File: config.mk
export PLATFORM = sky130hd
export DESIGN_NAME = fetchFront
export DESIGN_NICKNAME = d
export VERILOG_FILES = /design/src/verilog/isaPkg.sv /design/src/verilog/busPkg.sv /design/src/verilog/instFetch.sv /design/src/verilog/instBuffer.sv /design/src/verilog/frontCtrlRegs.sv /design/src/verilog/fetchFront.sv
export VERILOG_INCLUDE_DIRS = /design/src /design/src/verilog
export SDC_FILE = /design/constraint.sdc
export NUM_CORES = 1
export LEC_CHECK = 0
export BUFFER_PORTS_ARGS = -buffer_cell sky130_fd_sc_hd__buf_2
export CAP_MARGIN = 20
export CORE_MARGIN = 10
export CORE_UTILIZATION = 50
export CTS_BUF_LIST = sky130_fd_sc_hd__clkbuf_16
export DETAILED_ROUTE_END_ITERATION = 7
export PLACE_DENSITY = 0.73
export SLEW_MARGIN = 20
export SYNTH_ARGS = -nofsm -noshare
export SYNTH_HDL_FRONTEND = slang
export SYNTH_SLANG_ARGS = --single-unit
File: constraint.sdc
create_clock -name gclk -period 4.13 [get_ports gclk]
set_input_delay 0.6195 -clock gclk [delete_from_list [all_inputs] [get_ports gclk]]
set_output_delay 0.6195 -clock gclk [all_outputs]
set_load 0.005 [all_outputs]
File: src/verilog/fetchFront_defines.svh
// Fetch front end parameters
`ifndef FETCH_FRONT_DEFINES_SVH
`define FETCH_FRONT_DEFINES_SVH

// Instruction and register data width
`define FF_DATA_W 32

// Fetch address width
`define FF_ADDR_W 32

// First fetch address after reset
`define FF_RESET_PC 32'h0000_0000

// Interrupt synchroniser depth
`define FF_SYNC_STAGES 2

// Vector base plus this gives the interrupt target
`define FF_INT_OFFSET 16

// Control register bus address width
`define FF_REG_ADDR_W 2

`endif

File: src/verilog/isaPkg.sv
// Instruction set types
`default_nettype none

package isaPkg;

   // Major opcode, bits 31:26 of the instruction word
   typedef enum logic [5:0] {
      ADD  = 6'o00,
      ADDI = 6'o10,
      // Two-cycle arithmetic
      MUL  = 6'o20,
      BSF  = 6'o21,
      MULI = 6'o30,
      BSFI = 6'o31,
      ORI  = 6'o50,
      // Branch group
      BR   = 6'o46,
      BCC  = 6'o47,
      IMM  = 6'o54,
      RTD  = 6'o55,
      BRI  = 6'o56,
      BCCI = 6'o57,
      // Loads, register and immediate forms
      LBU  = 6'o60,
      LHU  = 6'o61,
      LW   = 6'o62,
      LBUI = 6'o70,
      LHUI = 6'o71,
      LWI  = 6'o72,
      // Stores
      SB   = 6'o64,
      SH   = 6'o65,
      SW   = 6'o66,
      SBI  = 6'o74,
      SHI  = 6'o75,
      SWI  = 6'o76
   } opcodeE;

   // Decode field widths
   typedef logic [4:0]  regIdxT;
   typedef logic [10:0] altT;
   typedef logic [15:0] immT;

   // BRI ra field with absolute and link bits set, brali form
   localparam regIdxT BRALI_FLAGS = 5'b01100;

   // Interrupt return address goes to r14
   localparam regIdxT INT_LINK_REG = 5'd14;

endpackage

`default_nettype wire

File: src/verilog/busPkg.sv
// Bus side types
`default_nettype none

`include "fetchFront_defines.svh"

package busPkg;

   // Instruction fetch master states
   typedef enum logic [1:0] {
      IDLE,
      BUSREQ,
      HOLD
   } fetchStateE;

   // Control register map
   typedef enum logic [`FF_REG_ADDR_W-1:0] {
      CTRL     = 0,
      VECBASE  = 1,
      RESTART  = 2,
      INTCOUNT = 3
   } ctrlRegE;

   // Interrupt enable position in CTRL
   localparam int CTRL_IE_BIT = 0;

endpackage

`default_nettype wire

File: src/verilog/instFetch.sv
// Instruction fetch master
`timescale 1ns/100ps
`default_nettype none

`include "fetchFront_defines.svh"

module instFetch (
   input  wire                   gclk,
   input  wire                   grst,
   // Instruction bus, classic master
   output logic [`FF_ADDR_W-1:0] imemAdr,
   output logic                  imemCyc,
   output logic                  imemStb,
   input  wire  [`FF_DATA_W-1:0] imemDat,
   input  wire                   imemAck,
   // Holding slot towards the buffer
   output logic [`FF_DATA_W-1:0] fetchWord,
   output logic                  fetchValid,
   input  wire                   take,
   // Restart from control registers
   input  wire  [`FF_ADDR_W-1:0] restartPc,
   input  wire                   restartReq
);

   busPkg::fetchStateE state;
   logic [`FF_ADDR_W-1:0] pc;
   // Set when the outstanding ack belongs to a cancelled stream
   logic discard;

   // One bus cycle or one held word at a time
   assign imemCyc    = (state == busPkg::BUSREQ);
   assign imemStb    = (state == busPkg::BUSREQ);
   assign fetchValid = (state == busPkg::HOLD);

   always_ff @(posedge gclk) begin
      if (grst) begin
         state   <= busPkg::IDLE;
         pc      <= `FF_RESET_PC;
         imemAdr <= `FF_RESET_PC;
         discard <= 1'b0;
      end else begin
         case (state)
            busPkg::IDLE: begin
               // Slot empty, start a cycle right away
               state <= busPkg::BUSREQ;
               if (restartReq) begin
                  pc      <= restartPc;
                  imemAdr <= restartPc;
               end else begin
                  imemAdr <= pc;
               end
            end
            busPkg::BUSREQ: begin
               // Address must not move mid-cycle, only the PC
               if (restartReq) begin
                  pc <= restartPc;
               end
               if (imemAck) begin
                  discard <= 1'b0;
                  if (discard || restartReq) begin
                     // Stale word, drop it and refetch
                     state <= busPkg::IDLE;
                  end else begin
                     state <= busPkg::HOLD;
                     pc    <= pc + `FF_ADDR_W'(4);
                  end
               end else if (restartReq) begin
                  discard <= 1'b1;
               end
            end
            busPkg::HOLD: begin
               if (restartReq) begin
                  // Held word belongs to the old stream
                  pc    <= restartPc;
                  state <= busPkg::IDLE;
               end else if (take) begin
                  // Consumed, next request goes out now
                  state   <= busPkg::BUSREQ;
                  imemAdr <= pc;
               end
            end
            default: begin
               state <= busPkg::IDLE;
            end
         endcase
      end
   end

   // Word captured on the ack edge
   always_ff @(posedge gclk) begin
      if ((state == busPkg::BUSREQ) && imemAck) begin
         fetchWord <= imemDat;
      end
   end

   // No old-stream word survives a restart
   aRestartDrop: assert property (
      @(posedge gclk) disable iff (grst)
         restartReq |=> !fetchValid
   ) else $error("held word kept across a restart");

   // Classic handshake, request held steady until ack
   aAdrStable: assert property (
      @(posedge gclk) disable iff (grst)
         imemCyc && !imemAck |=> imemCyc && $stable(imemAdr)
   ) else $error("imem address moved before ack");

endmodule

`default_nettype wire

File: src/verilog/instBuffer.sv
// Instruction decode buffer
`timescale 1ns/100ps
`default_nettype none

`include "fetchFront_defines.svh"

module instBuffer (
   input  wire                   gclk,
   input  wire                   grst,
   // Fetch slot
   input  wire  [`FF_DATA_W-1:0] fetchWord,
   input  wire                   fetchValid,
   output logic                  take,
   // Execute handshake
   input  wire                   decEn,
   input  wire                   opDone,
   // Interrupt
   input  wire                   intReq,
   input  wire                   intEnable,
   input  wire isaPkg::immT      vecBase,
   output logic                  intTaken,
   // Decode fields
   output isaPkg::opcodeE        opc,
   output isaPkg::regIdxT        rd,
   output isaPkg::regIdxT        ra,
   output isaPkg::regIdxT        rb,
   output isaPkg::altT           alt,
   output logic [`FF_DATA_W-1:0] simm,
   output logic                  decValid,
   output logic                  stall
);

   logic [`FF_SYNC_STAGES-1:0] syncQ;
   logic                       intPending;
   logic                       decUnsafe;
   logic                       slotReady;
   logic                       accept;
   logic                       inject;
   logic                       load;
   logic [`FF_DATA_W-1:0]      intTarget;
   logic [`FF_DATA_W-1:0]      injWord;
   logic [`FF_DATA_W-1:0]      nextWord;
   logic [`FF_DATA_W-1:0]      nextSimm;
   logic [5:0]                 nextOpBits;
   logic                       nextMulti;
   isaPkg::immT                immPrefix;

   // Level interrupt into the clock domain
   always_ff @(posedge gclk) begin
      if (grst) begin
         syncQ <= '0;
      end else begin
         syncQ <= {syncQ[`FF_SYNC_STAGES-2:0], intReq};
      end
   end

   // Pending latch, dropped when masked or serviced
   always_ff @(posedge gclk) begin
      if (grst) begin
         intPending <= 1'b0;
      end else begin
         intPending <= (intPending | syncQ[`FF_SYNC_STAGES-1]) & intEnable & ~inject;
      end
   end

   // Never break an IMM pair or a delay slot
   assign decUnsafe = (opc == isaPkg::IMM) || (opc == isaPkg::RTD) ||
                      (opc == isaPkg::BR)  || (opc == isaPkg::BRI) ||
                      (opc == isaPkg::BCC) || (opc == isaPkg::BCCI);

   // A word could move into decode this cycle
   assign slotReady = fetchValid & decEn & ~stall;
   assign inject    = slotReady & intPending & ~decUnsafe;
   // Injection leaves the fetched word in the slot
   assign take      = decEn & ~stall & ~inject;
   assign accept    = fetchValid & take;
   assign load      = accept | inject;
   assign intTaken  = inject;

   // brali r14, vecBase + offset
   assign intTarget = {{(`FF_DATA_W-16){1'b0}}, vecBase} + `FF_DATA_W'(`FF_INT_OFFSET);
   assign injWord   = {isaPkg::BRI, isaPkg::INT_LINK_REG, isaPkg::BRALI_FLAGS,
                       intTarget[15:0]};
   assign nextWord  = inject ? injWord : fetchWord;

   // Low half of the IMM still sitting in decode
   assign immPrefix = {rb, alt};

   always_comb begin
      if (inject) begin
         nextSimm = intTarget;
      end else if (opc == isaPkg::IMM) begin
         nextSimm = {immPrefix, nextWord[15:0]};
      end else begin
         nextSimm = {{(`FF_DATA_W-16){nextWord[15]}}, nextWord[15:0]};
      end
   end

   // Multiply, barrel shift, load and store take extra cycles
   assign nextOpBits = nextWord[31:26];
   assign nextMulti  = (nextOpBits == isaPkg::MUL) || (nextOpBits == isaPkg::MULI) ||
                       (nextOpBits == isaPkg::BSF) || (nextOpBits == isaPkg::BSFI) ||
                       ({nextOpBits[5:4], nextOpBits[2]} == 3'b110) ||
                       ({nextOpBits[5:4], nextOpBits[2]} == 3'b111);

   // Opcode reset keeps the injection check sane
   always_ff @(posedge gclk) begin
      if (grst) begin
         opc      <= isaPkg::ADD;
         decValid <= 1'b0;
      end else begin
         decValid <= load;
         if (load) begin
            opc <= isaPkg::opcodeE'(nextWord[31:26]);
         end
      end
   end

   always_ff @(posedge gclk) begin
      if (load) begin
         rd   <= nextWord[25:21];
         ra   <= nextWord[20:16];
         rb   <= nextWord[15:11];
         alt  <= nextWord[10:0];
         simm <= nextSimm;
      end
   end

   // Held from the cycle after acceptance until opDone
   always_ff @(posedge gclk) begin
      if (grst) begin
         stall <= 1'b0;
      end else if (accept && nextMulti) begin
         stall <= 1'b1;
      end else if (opDone) begin
         stall <= 1'b0;
      end
   end

   // One injection per pending request
   aIntPulse: assert property (
      @(posedge gclk) disable iff (grst)
         intTaken |=> !intTaken
   ) else $error("interrupt injected two cycles running");

   // Stall only ever follows a decoded multi-cycle op
   aStallOp: assert property (
      @(posedge gclk) disable iff (grst)
         $rose(stall) |-> decValid && (opc inside {isaPkg::MUL, isaPkg::MULI, isaPkg::BSF,
            isaPkg::BSFI, isaPkg::LBU, isaPkg::LHU, isaPkg::LW, isaPkg::LBUI, isaPkg::LHUI,
            isaPkg::LWI, isaPkg::SB, isaPkg::SH, isaPkg::SW, isaPkg::SBI, isaPkg::SHI,
            isaPkg::SWI})
   ) else $error("stall raised without a multi-cycle op in decode");

endmodule

`default_nettype wire

File: src/verilog/frontCtrlRegs.sv
// Front end control registers
`timescale 1ns/100ps
`default_nettype none

`include "fetchFront_defines.svh"

module frontCtrlRegs (
   input  wire                       gclk,
   input  wire                       grst,
   // Register bus, classic slave
   input  wire  [`FF_REG_ADDR_W-1:0] cfgAdr,
   input  wire  [`FF_DATA_W-1:0]     cfgDatW,
   input  wire                       cfgWe,
   input  wire                       cfgCyc,
   input  wire                       cfgStb,
   output logic [`FF_DATA_W-1:0]     cfgDatR,
   output logic                      cfgAck,
   // Steering outputs
   output logic                      intEnable,
   output isaPkg::immT               vecBase,
   output logic [`FF_ADDR_W-1:0]     restartPc,
   output logic                      restartReq,
   input  wire                       intTaken
);

   logic            reqNew;
   logic            wrEn;
   logic [15:0]     intCount;
   logic [`FF_DATA_W-1:0] regVal;
   busPkg::ctrlRegE regSel;

   // Ack gap makes every held strobe a fresh request
   assign reqNew = cfgCyc & cfgStb & ~cfgAck;
   assign wrEn   = reqNew & cfgWe;
   assign regSel = busPkg::ctrlRegE'(cfgAdr);

   always_ff @(posedge gclk) begin
      if (grst) begin
         cfgAck     <= 1'b0;
         restartReq <= 1'b0;
         intEnable  <= 1'b0;
         vecBase    <= '0;
         restartPc  <= `FF_RESET_PC;
         intCount   <= '0;
      end else begin
         cfgAck     <= reqNew;
         restartReq <= wrEn && (regSel == busPkg::RESTART);
         // Taking an interrupt beats a same-cycle write
         if (intTaken) begin
            intEnable <= 1'b0;
         end else if (wrEn && (regSel == busPkg::CTRL)) begin
            intEnable <= cfgDatW[busPkg::CTRL_IE_BIT];
         end
         if (wrEn && (regSel == busPkg::VECBASE)) begin
            vecBase <= cfgDatW[15:0];
         end
         if (wrEn && (regSel == busPkg::RESTART)) begin
            restartPc <= cfgDatW[`FF_ADDR_W-1:0];
         end
         // Saturates at all ones
         if (intTaken && (intCount != 16'hFFFF)) begin
            intCount <= intCount + 16'd1;
         end
      end
   end

   always_comb begin
      regVal = '0;
      case (regSel)
         busPkg::CTRL:     regVal[busPkg::CTRL_IE_BIT] = intEnable;
         busPkg::VECBASE:  regVal[15:0] = vecBase;
         busPkg::RESTART:  regVal = `FF_DATA_W'(restartPc);
         busPkg::INTCOUNT: regVal[15:0] = intCount;
         default:          regVal = '0;
      endcase
   end

   // Read data lines up with ack
   always_ff @(posedge gclk) begin
      if (reqNew) begin
         cfgDatR <= regVal;
      end
   end

   aAckPulse: assert property (
      @(posedge gclk) disable iff (grst)
         cfgAck |=> !cfgAck
   ) else $error("cfg ack high two cycles running");

endmodule

`default_nettype wire

File: src/verilog/fetchFront.sv
// Instruction front end top
`timescale 1ns/100ps
`default_nettype none

`include "fetchFront_defines.svh"

module fetchFront (
   input  wire                       gclk,
   input  wire                       grst,
   // Instruction memory
   output logic [`FF_ADDR_W-1:0]     imemAdr,
   output logic                      imemCyc,
   output logic                      imemStb,
   input  wire  [`FF_DATA_W-1:0]     imemDat,
   input  wire                       imemAck,
   // Control register bus
   input  wire  [`FF_REG_ADDR_W-1:0] cfgAdr,
   input  wire  [`FF_DATA_W-1:0]     cfgDatW,
   input  wire                       cfgWe,
   input  wire                       cfgCyc,
   input  wire                       cfgStb,
   output logic [`FF_DATA_W-1:0]     cfgDatR,
   output logic                      cfgAck,
   // Execute side
   input  wire                       decEn,
   input  wire                       opDone,
   input  wire                       intReq,
   output isaPkg::opcodeE            opc,
   output isaPkg::regIdxT            rd,
   output isaPkg::regIdxT            ra,
   output isaPkg::regIdxT            rb,
   output isaPkg::altT               alt,
   output logic [`FF_DATA_W-1:0]     simm,
   output logic                      decValid,
   output logic                      stall
);

   // Fetch slot handshake
   logic [`FF_DATA_W-1:0] fetchWord;
   logic                  fetchValid;
   logic                  take;
   // Control register steering
   logic [`FF_ADDR_W-1:0] restartPc;
   logic                  restartReq;
   logic                  intEnable;
   isaPkg::immT           vecBase;
   logic                  intTaken;

   instFetch uFetch (
      .gclk       (gclk),
      .grst       (grst),
      .imemAdr    (imemAdr),
      .imemCyc    (imemCyc),
      .imemStb    (imemStb),
      .imemDat    (imemDat),
      .imemAck    (imemAck),
      .fetchWord  (fetchWord),
      .fetchValid (fetchValid),
      .take       (take),
      .restartPc  (restartPc),
      .restartReq (restartReq)
   );

   instBuffer uBuffer (
      .gclk       (gclk),
      .grst       (grst),
      .fetchWord  (fetchWord),
      .fetchValid (fetchValid),
      .take       (take),
      .decEn      (decEn),
      .opDone     (opDone),
      .intReq     (intReq),
      .intEnable  (intEnable),
      .vecBase    (vecBase),
      .intTaken   (intTaken),
      .opc        (opc),
      .rd         (rd),
      .ra         (ra),
      .rb         (rb),
      .alt        (alt),
      .simm       (simm),
      .decValid   (decValid),
      .stall      (stall)
   );

   frontCtrlRegs uRegs (
      .gclk       (gclk),
      .grst       (grst),
      .cfgAdr     (cfgAdr),
      .cfgDatW    (cfgDatW),
      .cfgWe      (cfgWe),
      .cfgCyc     (cfgCyc),
      .cfgStb     (cfgStb),
      .cfgDatR    (cfgDatR),
      .cfgAck     (cfgAck),
      .intEnable  (intEnable),
      .vecBase    (vecBase),
      .restartPc  (restartPc),
      .restartReq (restartReq),
      .intTaken   (intTaken)
   );

endmodule

`default_nettype wire

==> flow_metrics.env <==
export IMPL_fp_dieW_microns=168.7
export IMPL_placement_rows=54
export IMPL_synth_nets=1208
export IMPL_post_cts_hold_buffer_count=0
export IMPL_critPathRequiredTime_ps=4590
export IMPL_placement_cell_area_sq_um=12200
export IMPL_avgRoutedWirePerCell_microns=19.60
export IMPL_synthToLayoutAreaGrowth_pct=17.78
export IMPL_setup_worst_path_end_class="flop"
export IMPL_use_met3_pct=4.840
export IMPL_drt_first_iter_violations=971
export IMPL_cp_cell_sequence="inv_2 -> or3_4 -> clkinv_2 -> o211ai_2 -> buf_4 -> or4_1 -> or3_1 -> a21oi_1"
export IMPL_placement_setup_worst_slack_ps=1441
export IMPL_first_global_vias=8820
export IMPL_power_density_nw_per_um2=413.5
export IMPL_finClkSkew_ps=16.53
export IMPL_clk_root_buffer_cell="clkbuf_16"
export IMPL_synthDominantCellAreaShare_pct=28.79
export IMPL_synth_warnings=0
export IMPL_dp_hpwl_mm=21.98
export IMPL_post_drt_via_cell_ratio=5.832
export IMPL_postCtsResizedCells=0
export IMPL_drt_pre_antenna_iters=5
export IMPL_cts_clk_slew_worst_paths_ps=60
export IMPL_hold_violations=0
export IMPL_nNetsFinal=1368
export IMPL_final_critical_path_setup_slack_ps=1418
export IMPL_htree_num_levels=1
export IMPL_run_status="completed"
export IMPL_most_common_library_cell_in_the_layout_ignoring_fill_and_taps="buf_2"
export IMPL_place_congestion=0.9355
export IMPL_finish_instance_area_sq_um=13020
export IMPL_tritoncts_num_sinks=251
export IMPL_highest_fanout_seen_on_the_critical_path=40
export IMPL_grt_antenna_before_repair=0
export IMPL_post_synth_top_area_cell="edfxtp_1"
export IMPL_cpMaxStageDelayCell="dfxtp_1"
export IMPL_post_drt_antenna_nets=0
export IMPL_grt_util_met2_pct=32.89
export IMPL_synth_seq_cells=251
export IMPL_stdcell_count=1591
export IMPL_cp_data_arrival_time_ps=3170
export IMPL_clock_path_buffers=3
export IMPL_post_cts_buffers=0
export IMPL_cts_tree="built"
export IMPL_number_of_instances_in_the_synthesized_netlist=1130
export IMPL_port_buffers=207
export IMPL_worst_slew_pin_slew_ps=852.5
export IMPL_most_frequent_cells_in_the_layout="206 x buf_2, 172 x nand2_1, 145 x dfxtp_1"
export IMPL_mean_instance_size_in_the_synthesized_netlist_sq_um=9.785
export IMPL_static_leakage_power_nw=5.098
export IMPL_relSlewSlack_pct=43.17
export IMPL_holdWs_ps=258.6
export IMPL_layout_core_utilization_pct=59.67
export IMPL_global_route_wire_length_before_repair_mm=49.30
export IMPL_timing_fmax_mhz=368.7
export IMPL_finalWirelength_mm=31.18
export IMPL_minimum_clock_period_after_layout_ps=2712
export IMPL_holdCritPathClass="primary input to flop"
export IMPL_max_vdd_ir_drop_mv=0.3829
export IMPL_remaining_drc_errors=0
export IMPL_gr_total_overflow=0
export IMPL_die_h_microns=168.7
export IMPL_min_period_over_period_pct=65.66
export IMPL_dpl_cell_count=1541
export IMPL_netlist_top_cells_area="edfxtp_1 29%, dfxtp_1 26%, nand2_1 5.8%, a21oi_1 4.7%, mux2i_1 3.5%"
export IMPL_synth_main_ff_cell="dfxtp_1"
export IMPL_groute_usage_overall_pct=20.95
export IMPL_ys_async_sr_fraction_pct=0
export IMPL_final_max_slew_violation_count=0
export IMPL_synth_edff_count=106
export IMPL_setup_violations=0
export IMPL_worstSkewPairLatency_ps=540
export IMPL_post_synth_num_cell_types=62
export IMPL_rsz_0062_raised_after_global_routing="false"
export IMPL_met1_usage_pct=28.50
export IMPL_syn_area_sq_um=11060
export IMPL_max_cap_violations=0
export IMPL_antenna_cells_inserted=0
export IMPL_layout_drive_gt1_share_pct=22.27
export IMPL_grt_max_degree=76
export IMPL_vias=9278
export IMPL_synth_seq_area_share_pct=55.04
export IMPL_cts_buffers=27
export IMPL_critPathLaunchType="flop"
export IMPL_total_die_area_sq_um=28460
export IMPL_path_class="flop to flop"
export IMPL_initial_utilization_pct=50.67
export IMPL_io_pins=208
export IMPL_design_power_total_mw=5.385
export IMPL_max_stage_delay_ps=580
export IMPL_top_usage_layer="met2"
export IMPL_final_setup_tns_ps=0
export IMPL_design_core_area_sq_um=21820
[state kept, by name (all words and copies together), names as in the netlist]
name	cells
uFetch.pc	32
uRegs.cfgAck	1
uBuffer.alt	10
uRegs.intCount	16
uRegs.cfgDatR	32
uRegs.vecBase	16
uFetch.imemAdr	32
uBuffer.stall	1
uBuffer.opc	6
uBuffer.ra	5
uBuffer.simm	18
uRegs.restartPc	32
uBuffer.syncQ	2
uRegs.restartReq	1
uBuffer.rb	4
uBuffer.intPending	1
uFetch.state	2
uFetch.fetchWord	32
uFetch.discard	1
uRegs.intEnable	1
uBuffer.rd	5
uBuffer.decValid	1
[logic make-up after synthesis]
group,count (synthesis),share of synthesized area (%)
and+or+nand+nor,431,18.39
DFF,251,55.04
muxes,57,5.466
adders and majority gates,3,0.3395
AOI/OAI and AO/OA,271,15.63
xor gates and xnor gates,12,0.9505
buffers and inverters,105,4.187
[report_power, final]
part	switching, mW	leakage (nW)	internal, mW
logic	0.237	2.49	0.150
clock network	0.949	0.451	1.30
registers	0.0688	2.16	2.68
total	1.25	5.10	4.13
[worst paths after layout]
kind                     from                   end  slack, ps  cells past startpoint
min               imemDat[17]  uFetch.fetchWord[17]        260                      1
max           uFetch.state[1]     uRegs.intCount[8]       1420                      8
min reg2reg  uBuffer.syncQ[0]      uBuffer.syncQ[1]        440                      1
max reg2reg   uFetch.state[1]     uRegs.intCount[8]       1420                      8
[area by class of cell]
| class | count | area, sq um |
|---|---|---|
| fill | 1876 | 8801 |
| sequential | 251 | 6086 |
| multi-input combinational | 774 | 4534 |
| timing repair buffer | 228 | 1196 |
| clock buffer | 27 | 675.6 |
| tap | 280 | 350.3 |
| clock inverter | 23 | 148.9 |
| inverter | 8 | 31.28 |
[layer usage]
layer / routed length, microns / vias to the layer above
li1: - / 4441
met1: 13470 / 4407
met2: 14330 / 384
met3: 2784 / 46
met4: 599 / 0
met5: 0 / -
[cells in the mapped netlist (11+ instances only)]
cell and number:
nor3_1 26, edfxtp_1 106, nand3_1 28, nor2_1 79, nand4_1 33, mux2_2 17
a21oi_1 103, o21ai_0 45, and3_1 16, dfxtp_1 145, clkbuf_1 71, mux2i_1 39
and2_1 22, nand2_1 172, nand2b_1 13, nor4_1 11, a22o_1 15, buf_4 17
a211oi_1 41
[critical path: cells and delay by family, from the launching register on]
family / cells / cell delay, ps
AO/OA/AOI/OAI: 2 / 210
buffers and inverters: 3 / 500
flip-flops: 1 / 580
AND/OR/NAND/NOR: 3 / 1330
Power figures use the tool's default switching activity.
